File: config.mk
export PLATFORM = sky130hd
export DESIGN_NAME = pipe_ctrl_top
export DESIGN_NICKNAME = d
export VERILOG_FILES = /design/src/verilog/pipe_ctrl_pkg.sv /design/src/verilog/apb_pkg.sv /design/src/verilog/stall_ctrl.sv /design/src/verilog/except_fsm.sv /design/src/verilog/drain_timer.sv /design/src/verilog/except_regs.sv /design/src/verilog/pipe_ctrl_top.sv
export SDC_FILE = /design/constraint.sdc
export NUM_CORES = 1
export LEC_CHECK = 0
export BUFFER_PORTS_ARGS = -buffer_cell sky130_fd_sc_hd__buf_2
export CORE_MARGIN = 2
export CORE_UTILIZATION = 48
export CTS_BUF_LIST = sky130_fd_sc_hd__clkbuf_16
export DETAILED_ROUTE_END_ITERATION = 8
export PLACE_DENSITY_LB_ADDON = 0.15
export SYNTH_ARGS = -nofsm -noshare
export SYNTH_HDL_FRONTEND = slang
export SYNTH_SLANG_ARGS = --single-unit
File: constraint.sdc
create_clock -name clk -period 3.9 [get_ports clk]
set_input_delay 0.78 -clock clk [delete_from_list [all_inputs] [get_ports clk]]
set_output_delay 0.78 -clock clk [all_outputs]
set_load 0.02 [all_outputs]
File: src/verilog/pipe_ctrl_pkg.sv
`default_nettype none

package pipe_ctrl_pkg;

    // data word, also used for exception codes and addresses
    typedef logic [31:0] word_t;

    // one bit per stage: pc in bit 0, then if, id, ex, mem, wb
    typedef logic [5:0] stall_t;

    // stall requests raised by the stages, pc in bit 0
    typedef struct packed {
        logic from_mem;
        logic from_ex;
        logic from_id;
        logic from_if;
        logic from_pc;
    } stall_req_t;

    // requesting stage and everything ahead of it hold
    localparam stall_t STALL_MEM = 6'b011110;
    localparam stall_t STALL_EX  = 6'b001110;
    localparam stall_t STALL_ID  = 6'b000110;
    localparam stall_t STALL_IF  = 6'b000010;
    localparam stall_t STALL_PC  = 6'b000001;

    // exception codes from the memory stage
    localparam word_t EXC_INT      = 32'h0000_0001;
    localparam word_t EXC_SYSCALL  = 32'h0000_0008;
    localparam word_t EXC_INVALID  = 32'h0000_000a;
    localparam word_t EXC_OVERFLOW = 32'h0000_000c;
    localparam word_t EXC_TRAP     = 32'h0000_000d;
    localparam word_t EXC_ERET     = 32'h0000_000e;

    // vector values out of reset
    localparam word_t INT_VECTOR_RST = 32'h0000_0020;
    localparam word_t EXC_VECTOR_RST = 32'h0000_0040;

endpackage

`default_nettype wire

File: src/verilog/apb_pkg.sv
`default_nettype none

package apb_pkg;

    typedef logic [3:0]  apb_addr_t;
    typedef logic [31:0] apb_data_t;

    typedef struct packed {
        logic      psel;
        logic      penable;
        logic      pwrite;
        apb_addr_t paddr;
        apb_data_t pwdata;
    } apb_req_t;

    typedef struct packed {
        apb_data_t prdata;
        logic      pready;
        logic      pslverr;
    } apb_rsp_t;

    // register map
    localparam apb_addr_t ADDR_INT_VEC = 4'h0;
    localparam apb_addr_t ADDR_EXC_VEC = 4'h4;
    // read-only
    localparam apb_addr_t ADDR_CAUSE   = 4'h8;
    localparam apb_addr_t ADDR_COUNT   = 4'hC;

endpackage

`default_nettype wire

File: src/verilog/stall_ctrl.sv
`default_nettype none

module stall_ctrl (
    input  pipe_ctrl_pkg::stall_req_t stall_req,
    input  logic                      flush,
    output pipe_ctrl_pkg::stall_t     stall
);

    import pipe_ctrl_pkg::*;

    // deepest requesting stage wins, later stages keep draining
    always_comb begin
        if (flush) begin
            // flushed pipeline restarts, nothing to hold
            stall = '0;
        end else if (stall_req.from_mem) begin
            stall = STALL_MEM;
        end else if (stall_req.from_ex) begin
            stall = STALL_EX;
        end else if (stall_req.from_id) begin
            stall = STALL_ID;
        end else if (stall_req.from_if) begin
            stall = STALL_IF;
        end else if (stall_req.from_pc) begin
            stall = STALL_PC;
        end else begin
            stall = '0;
        end
    end

endmodule

`default_nettype wire

File: src/verilog/except_fsm.sv
`default_nettype none

module except_fsm (
    input  logic                 clk,
    input  logic                 reset,
    input  pipe_ctrl_pkg::word_t excepttype,
    input  logic                 drain_done,
    output logic                 accept,
    output logic                 flush,
    output logic                 drain_start
);

    import pipe_ctrl_pkg::*;

    typedef enum logic [1:0] {
        IDLE,
        FLUSH,
        DRAIN
    } state_t;

    state_t state;
    state_t state_next;
    logic   code_known;

    // zero and unknown codes never start a flush
    always_comb begin
        case (excepttype)
            EXC_INT,
            EXC_SYSCALL,
            EXC_INVALID,
            EXC_OVERFLOW,
            EXC_TRAP,
            EXC_ERET: begin
                code_known = 1'b1;
            end
            default: begin
                code_known = 1'b0;
            end
        endcase
    end

    always_comb begin
        state_next = state;
        case (state)
            IDLE: begin
                if (code_known) begin
                    state_next = FLUSH;
                end
            end
            FLUSH: begin
                // a one-cycle window already ends here
                state_next = drain_done ? IDLE : DRAIN;
            end
            DRAIN: begin
                if (drain_done) begin
                    state_next = IDLE;
                end
            end
            default: begin
                state_next = IDLE;
            end
        endcase
    end

    always_ff @(posedge clk) begin
        if (reset) begin
            state <= IDLE;
        end else begin
            state <= state_next;
        end
    end

    // codes outside idle are dropped
    assign accept      = (state == IDLE) && code_known;
    assign flush       = (state == FLUSH);
    assign drain_start = (state == FLUSH);

endmodule

`default_nettype wire

File: src/verilog/drain_timer.sv
`default_nettype none

module drain_timer #(
    parameter int FLUSH_CYCLES = 3
) (
    input  logic clk,
    input  logic reset,
    input  logic drain_start,
    output logic drain_done
);

    localparam int CNT_W = $clog2(FLUSH_CYCLES + 1);

    // cycles left in the window after the flush cycle
    logic [CNT_W-1:0] remaining;

    always_ff @(posedge clk) begin
        if (reset) begin
            remaining <= '0;
        end else if (drain_start) begin
            remaining <= CNT_W'(FLUSH_CYCLES - 1);
        end else if (remaining != '0) begin
            remaining <= remaining - 1'b1;
        end
    end

    // done marks the last cycle of the window, the flush cycle itself when only one
    assign drain_done = (FLUSH_CYCLES == 1) ? drain_start : (remaining == CNT_W'(1));

endmodule

`default_nettype wire

File: src/verilog/except_regs.sv
`default_nettype none

module except_regs (
    input  logic                 clk,
    input  logic                 reset,
    input  apb_pkg::apb_req_t    apb_req,
    output apb_pkg::apb_rsp_t    apb_rsp,
    input  logic                 accept,
    input  logic                 flush,
    input  pipe_ctrl_pkg::word_t excepttype,
    input  pipe_ctrl_pkg::word_t cp0_epc,
    output pipe_ctrl_pkg::word_t new_pc
);

    import pipe_ctrl_pkg::*;
    import apb_pkg::*;

    word_t int_vec;
    word_t exc_vec;
    word_t cause;
    word_t epc;
    word_t exc_count;

    logic apb_access;
    logic addr_mapped;
    logic addr_writable;
    logic reg_write;

    assign apb_access = apb_req.psel && apb_req.penable;

    always_comb begin
        case (apb_req.paddr)
            ADDR_INT_VEC, ADDR_EXC_VEC: begin
                addr_mapped   = 1'b1;
                addr_writable = 1'b1;
            end
            ADDR_CAUSE, ADDR_COUNT: begin
                addr_mapped   = 1'b1;
                addr_writable = 1'b0;
            end
            default: begin
                addr_mapped   = 1'b0;
                addr_writable = 1'b0;
            end
        endcase
    end

    // bad writes are dropped here and flagged below
    assign reg_write = apb_access && apb_req.pwrite && addr_writable;

    always_ff @(posedge clk) begin
        if (reset) begin
            int_vec <= INT_VECTOR_RST;
            exc_vec <= EXC_VECTOR_RST;
        end else if (reg_write) begin
            if (apb_req.paddr == ADDR_INT_VEC) begin
                int_vec <= apb_req.pwdata;
            end else begin
                exc_vec <= apb_req.pwdata;
            end
        end
    end

    always_ff @(posedge clk) begin
        if (reset) begin
            cause     <= '0;
            exc_count <= '0;
        end else begin
            if (accept) begin
                cause <= excepttype;
            end
            if (flush) begin
                exc_count <= exc_count + 1'b1;
            end
        end
    end

    always_ff @(posedge clk) begin
        if (accept) begin
            epc <= cp0_epc;
        end
    end

    // no wait states
    always_comb begin
        apb_rsp        = '0;
        apb_rsp.pready = 1'b1;
        if (apb_access && !apb_req.pwrite) begin
            case (apb_req.paddr)
                ADDR_INT_VEC: apb_rsp.prdata = int_vec;
                ADDR_EXC_VEC: apb_rsp.prdata = exc_vec;
                ADDR_CAUSE:   apb_rsp.prdata = cause;
                ADDR_COUNT:   apb_rsp.prdata = exc_count;
                default:      apb_rsp.prdata = '0;
            endcase
        end
        apb_rsp.pslverr = apb_access && (!addr_mapped || (apb_req.pwrite && !addr_writable));
    end

    // redirect from the cause captured one cycle earlier
    always_comb begin
        new_pc = '0;
        if (flush) begin
            case (cause)
                EXC_INT:  new_pc = int_vec;
                EXC_ERET: new_pc = epc;
                default:  new_pc = exc_vec;
            endcase
        end
    end

endmodule

`default_nettype wire

File: src/verilog/pipe_ctrl_top.sv
`default_nettype none

module pipe_ctrl_top #(
    parameter int FLUSH_CYCLES = 3
) (
    input  logic                      clk,
    input  logic                      reset,
    input  pipe_ctrl_pkg::stall_req_t stall_req,
    input  pipe_ctrl_pkg::word_t      excepttype,
    input  pipe_ctrl_pkg::word_t      cp0_epc,
    input  apb_pkg::apb_req_t         apb_req,
    output apb_pkg::apb_rsp_t         apb_rsp,
    output pipe_ctrl_pkg::stall_t     stall,
    output logic                      flush,
    output pipe_ctrl_pkg::word_t      new_pc
);

    logic accept;
    logic drain_start;
    logic drain_done;

    stall_ctrl u_stall_ctrl (
        .stall_req (stall_req),
        .flush     (flush),
        .stall     (stall)
    );

    except_fsm u_except_fsm (
        .clk         (clk),
        .reset       (reset),
        .excepttype  (excepttype),
        .drain_done  (drain_done),
        .accept      (accept),
        .flush       (flush),
        .drain_start (drain_start)
    );

    drain_timer #(
        .FLUSH_CYCLES (FLUSH_CYCLES)
    ) u_drain_timer (
        .clk         (clk),
        .reset       (reset),
        .drain_start (drain_start),
        .drain_done  (drain_done)
    );

    except_regs u_except_regs (
        .clk        (clk),
        .reset      (reset),
        .apb_req    (apb_req),
        .apb_rsp    (apb_rsp),
        .accept     (accept),
        .flush      (flush),
        .excepttype (excepttype),
        .cp0_epc    (cp0_epc),
        .new_pc     (new_pc)
    );

endmodule

`default_nettype wire

**After elaboration in Yosys (flattened, before gate mapping)**

Index checks and enable logic that the tools add are counted.

- Add/subtract/negate cells: 2
- Equal/unequal tests: 16
- Muxes and demuxes: 19
- Bitwise operators: 1
- Reduce and logical (&&, ||, !) cells: 22

Operators with widths:

| kind | count |
|---|---|
| 32-bit by 4-bit equality test with 1-bit output (second input constant) | 6 |
| 32-bit one-hot mux with 4 select lines | 1 |
| 32-bit by 1-bit equality test with 1-bit output (second input constant) | 2 |
| 32-bit 2-to-1 mux | 2 |
| 32-bit one-hot mux with 2 select lines | 1 |
| 32-bit by 1-bit adder with 32-bit output (second input constant) | 1 |
| 6-bit 2-to-1 mux | 5 |
| 2-bit 2-to-1 mux | 5 |
| 4-bit equality test (second input constant) | 2 |
| 1-bit logical AND | 7 |
| 2-bit one-hot mux with 3 select lines | 1 |
| 2-bit AND reduction | 3 |
| 6-bit OR reduction | 1 |
| 2-bit by 1-bit equality test with 1-bit output (second input constant) | 2 |
| 4-bit by 3-bit equality test with 1-bit output (second input constant) | 1 |
| 4-bit logical NOT | 1 |
| 1-bit 2-to-1 mux | 4 |
| 2-bit by 1-bit inequality test with 1-bit output (second input constant) | 2 |
| 2-bit nonzero test | 2 |
| 2-bit OR reduction | 2 |
| 4-bit OR reduction | 1 |
| 1-bit logical NOT | 3 |
| 2-bit equality test (second input constant) | 1 |
| 2-bit logical NOT | 1 |
| 3 further kinds | 3 |

- Flip-flop bits (word level): 164
- Input port bits: 110
- Output and inout port bits: 73
- Word-level logic and storage cells: 68

**Logic depth before layout (Yosys ltp)**

- Depth after elaboration: 7
- Gate-level depth with buffers: 6
- Depth with buffers taken out: 5

**Hierarchy**

From an unflattened synthesis, not the netlist that was laid out.

- Cell total of the unflattened synthesis: 922
- Area total of the unflattened synthesis: 7841.3 µm²

Modules (own cells, without submodules):

| module | instances | cells an instance | area each (µm²) | seq. area each (µm²) |
|---|---|---|---|---|
| except_regs | 1 | 886 | 7528.5 | 3523.4 |
| except_fsm | 1 | 20 | 182.7 | 40.0 |
| drain_timer | 1 | 6 | 70.1 | 40.0 |
| stall_ctrl | 1 | 10 | 60.1 | 0.0 |

**Least setup slack after synthesis**

No wires, ideal clock.

- Path kind: in2reg
- Start point: input excepttype[26]
- End point: register u_except_regs.epc[0], enable pin
- Library setup time: 0.461 ns
- Arrival time: 3.618 ns
- Required time: 3.439 ns
- Path slack: -0.179 ns
- Stages on the path: 3
- Buffers on the path: 0
- Cells stage by stage: nor4_1 -> nand4_1 -> nor3_1

- Cells in the longest elaborated chain, start to end: 4
- Elaborated cells between the ends (all ways): 9
- Those cells by class: eq/ne: 6; mux: 1; reduce/logical: 2

Ends and longest elaborated chain:

| element | RTL line | source |
|---|---|---|
| start, declared | pipe_ctrl_top.sv:9 | `input pipe_ctrl_pkg::word_t excepttype,` |
| 32-bit by 1-bit equality test with 1-bit output or 32-bit by 4-bit equality test with 1-bit output (tied branches) | except_fsm.sv:27 | `case (excepttype)` |
| 6-bit OR reduction (*) | except_fsm.sv:27 |  |
| 1-bit 2-to-1 mux (*) | except_fsm.sv:27 |  |
| 1-bit logical AND (*) | except_fsm.sv:74 | `assign accept = (state == IDLE) && code_known;` |
| named net accept | pipe_ctrl_top.sv:18 | `logic accept;` |
| end signal, assigned | except_regs.sv:80 | `epc <= cp0_epc;` |
| end, declared | except_regs.sv:21 | `word_t epc;` |

The timed path passes the listed nets; every way through them passes the cells marked *.
A chain may end at the register's enable or synchronous reset.

**Worst setup path after layout**

- Start point: register u_except_regs.cause[23]
- End point: output new_pc[31]

- Cells in the longest elaborated chain, start to end: 3
- Elaborated cells between the ends (all ways): 4
- Those cells by class: eq/ne: 2; mux: 2

Ends and longest elaborated chain:

| element | RTL line | source |
|---|---|---|
| start, declared | except_regs.sv:20 | `word_t cause;` |
| start signal, assigned | except_regs.sv:70 | `cause <= excepttype;` |
| 32-bit by 4-bit equality test with 1-bit output or 32-bit by 1-bit equality test with 1-bit output (tied branches) | except_regs.sv:104 | `case (cause)` |
| 32-bit one-hot mux with 2 select lines (*) | except_regs.sv:104 |  |
| 32-bit 2-to-1 mux (*) | except_regs.sv:103 | `if (flush) begin` |
| end, declared | pipe_ctrl_top.sv:15 | `output pipe_ctrl_pkg::word_t new_pc` |

Mark *: on every way between the ends. The rest lies on a longest branch, timed or not.

==> impl_metrics.env <==
export IMPL_status="finished, final reports clean"
export IMPL_max_freq_mhz=297
export IMPL_finalSetupViolCount=0
export IMPL_hold_class="flop to flop"
export IMPL_nets=1119
export IMPL_multiInputGateArea_sq_mm=0.00364
export IMPL_final_util=0.607
export IMPL_cts_setup_buffers=0
export IMPL_drive_above_1_share=0.238
export IMPL_clk_pin_slew_ns=0.06
export IMPL_cts_inserted_buffers=17
export IMPL_grt_max_degree=63
export IMPL_wl_met2_mm=10.6
export IMPL_synth_cell_area_sq_mm=0.00751
export IMPL_period_share=0.864
export IMPL_dieArea_sq_mm=0.0167
export IMPL_synth_top_area_frac=0.352
export IMPL_synth_nets=973
export IMPL_critical_path_cell_chain="nor4_1, and4_1, nand4_1, buf_4, o32ai_1, buf_2"
export IMPL_ff_latch_area_sq_mm=0.00360
export IMPL_r2r_slack_ns=1.70
export IMPL_worst_ep_arrival_time_ns=2.59
export IMPL_std_cell_rows=45
export IMPL_n_antenna_cell=0
export IMPL_drc=0
export IMPL_fillerInstances=1418
export IMPL_fp_dieW_um=129
export IMPL_viasPerCell=5.94
export IMPL_fin_crit_ns=3.37
export IMPL_syn_area_per_cell_sq_um=8.71
export IMPL_cts_tree="done"
export IMPL_htreeDepth=4
export IMPL_cts_sinks=164
export IMPL_total_power_mw=3.68
export IMPL_yosys_register_bits=164
export IMPL_core_sq_mm=0.0153
export IMPL_startpoint="u_except_regs.cause[23]$_SDFFE_PP0P_"
export IMPL_worstSetupPathType="flop to output pin"
export IMPL_clk_path_buf_depth=2
export IMPL_synth_top_area_cell="dfxtp_1"
export IMPL_dp_slack_ns=0.878
export IMPL_grt_pass1_vias=6770
export IMPL_yosysMostFrequentCell="nand2_1"
export IMPL_slowest_delay_ns=0.46
export IMPL_fin_tns_setup_ns=0
export IMPL_port_buffers=180
export IMPL_synthTopCellsByCount="175 x nand2_1, 132 x dfxtp_1, 117 x a21oi_1"
export IMPL_dr_pass1_iters=5
export IMPL_rsz0062_at_grt="false"
export IMPL_synth_cell_type_count=42
export IMPL_ios=183
export IMPL_dpl_cell_count=1200
export IMPL_cts_root_buffer="clkbuf_16"
export IMPL_layout_cells_non_filler=1232
export IMPL_clock_skew_ns=0.00797
export IMPL_setup_slack_ns=0.529
export IMPL_p_int_mw=2.91
export IMPL_slew_headroom=0.474
export IMPL_combPwrFrac=0.037
export IMPL_critPathLaunchType="flop"
export IMPL_crit_slowest_cell="nor4_1"
export IMPL_synth_edf_count=32
export IMPL_ys_top_cells_by_area="dfxtp_1 35%, edfxtp_1 13%, a22oi_1 9.6%"
export IMPL_drv_cap=0
export IMPL_area_delta_synth_final_pct=23.2
export IMPL_routed_wl_mm=23.2
export IMPL_max_slew_worst_pin_slew_ns=0.788
export IMPL_grt_pass1_wl_mm=36.3
export IMPL_crit_required_ns=3.12
export IMPL_critPathBufInv=2
export IMPL_p_per_area_mw_per_mm2=397
export IMPL_first_iter_violations=841
export IMPL_clockPowerShare=0.493
export IMPL_yosys_warnings=0
export IMPL_p_switching_mw=0.767
export IMPL_grt_usage=0.280
export IMPL_gr_total_overflow=0
export IMPL_die_h_um=129
export IMPL_seqPwrFrac=0.470
export IMPL_yosysSeqAreaShare=0.480
export IMPL_dr_total_vias=7323
export IMPL_crit_reg2reg_launch="u_except_fsm.state[0]$_SDFFE_PP0P_"
export IMPL_maxSlewViolCount=0
export IMPL_wl_met3_mm=1.83
export IMPL_hold_viol=0
export IMPL_post_cts_resize_count=0
export IMPL_synth_top_flop_cell="dfxtp_1"
export IMPL_synth_cells=862
export IMPL_min_from="u_drain_timer.remaining[0]$_SDFFE_PP0P_"
export IMPL_antenna_found_initial=1
export IMPL_ant_nets=0
export IMPL_swShare=0.208
export IMPL_power_ir_vdd_worst_uv=323
export IMPL_ys_async_sr_fraction=0
export IMPL_worst_path_max_fanout=11
export IMPL_critical_path_endpoint_type="output pin"
export IMPL_initial_utilization=0.492
export IMPL_routedLengthMet1_mm=10.5
export IMPL_worst_path_dominant_cell_family="simple AND/OR/NAND/NOR gates"
export IMPL_hpwl_mm=15.3
export IMPL_place_congestion=0.804
export IMPL_ctsHoldBuffers=0
export IMPL_routedWlPerCell_um=18.8
export IMPL_top_layer="met5"
export IMPL_p_leak_nw=3.26
export IMPL_clk_latency_ns=0.43
==> worst paths after layout <==
kind / to / cells past startpoint
max: new_pc[31] / 6
min: u_drain_timer.remaining[0]$_SDFFE_PP0P_ / 1
max reg2reg: u_except_regs.exc_count[19]$_SDFFE_PP0P_ / 4
min reg2reg: u_drain_timer.remaining[0]$_SDFFE_PP0P_ / 1
==> metrics by stage <==
stage	hold WS [ns]	area (sq um)
finish	0.455	9260
global route	0.491	9260
CTS	0.461	9260
detailed placement	0.452	8620
global placement	0.443	8620
floorplan	0.423	7520
==> sequential cells by signal, summed over array words and instances (netlist names) <==
register and cells:
u_except_regs.int_vec 32, u_drain_timer.remaining 2, u_except_regs.exc_vec 32, u_except_regs.epc 32
u_except_regs.exc_count 32, u_except_fsm.state 2, u_except_regs.cause 32
==> power by group through the flow <==
stage               logic (mW)  registers, mW  clock network, mW
floorplan               0.0511           1.77                  0
global placement         0.134           1.77                  0
detailed placement       0.134           1.77                  0
CTS                      0.135           1.73               1.83
global route             0.148           1.73               1.91
finish                   0.136           1.73               1.81
==> cells by family after synthesis <==
group           synth area share
compound gates             0.232
xor+xnor                  0.0152
fa+ha+maj                0.00167
buf+inv                   0.0425
flops                      0.480
mux                      0.00600
other cells              0.00100
simple gates               0.222
==> area by class of cell <==
cell class              instances  area share
multi-input cells             619       0.394
well taps                     211      0.0285
clock buffers                  17      0.0460
repair buffers                201       0.117
inverters                       5     0.00203
clock inverters                15      0.0231
flip-flops and latches        164       0.389
==> placed cells by master (no fill, tap or decap), types with 17 or more instances in the layout <==
| cell | instances |
|---|---|
| edfxtp_1 | 32 |
| nand2_1 | 175 |
| buf_4 | 20 |
| dfxtp_1 | 132 |
| nand4_1 | 20 |
| nor2_1 | 22 |
| buf_2 | 179 |
| clkbuf_16 | 17 |
| o32ai_1 | 32 |
| and2_1 | 30 |
| a21oi_1 | 117 |
| a22oi_1 | 96 |
| nor4_1 | 17 |
==> metal layers <==
metal,vias to the layer above,track usage
met5,-,0
met4,2,0.0659
met3,23,0.0615
met2,339,0.440
met1,3460,0.394
li1,3499,-
Note: power is estimated with default switching activity, not from simulation.
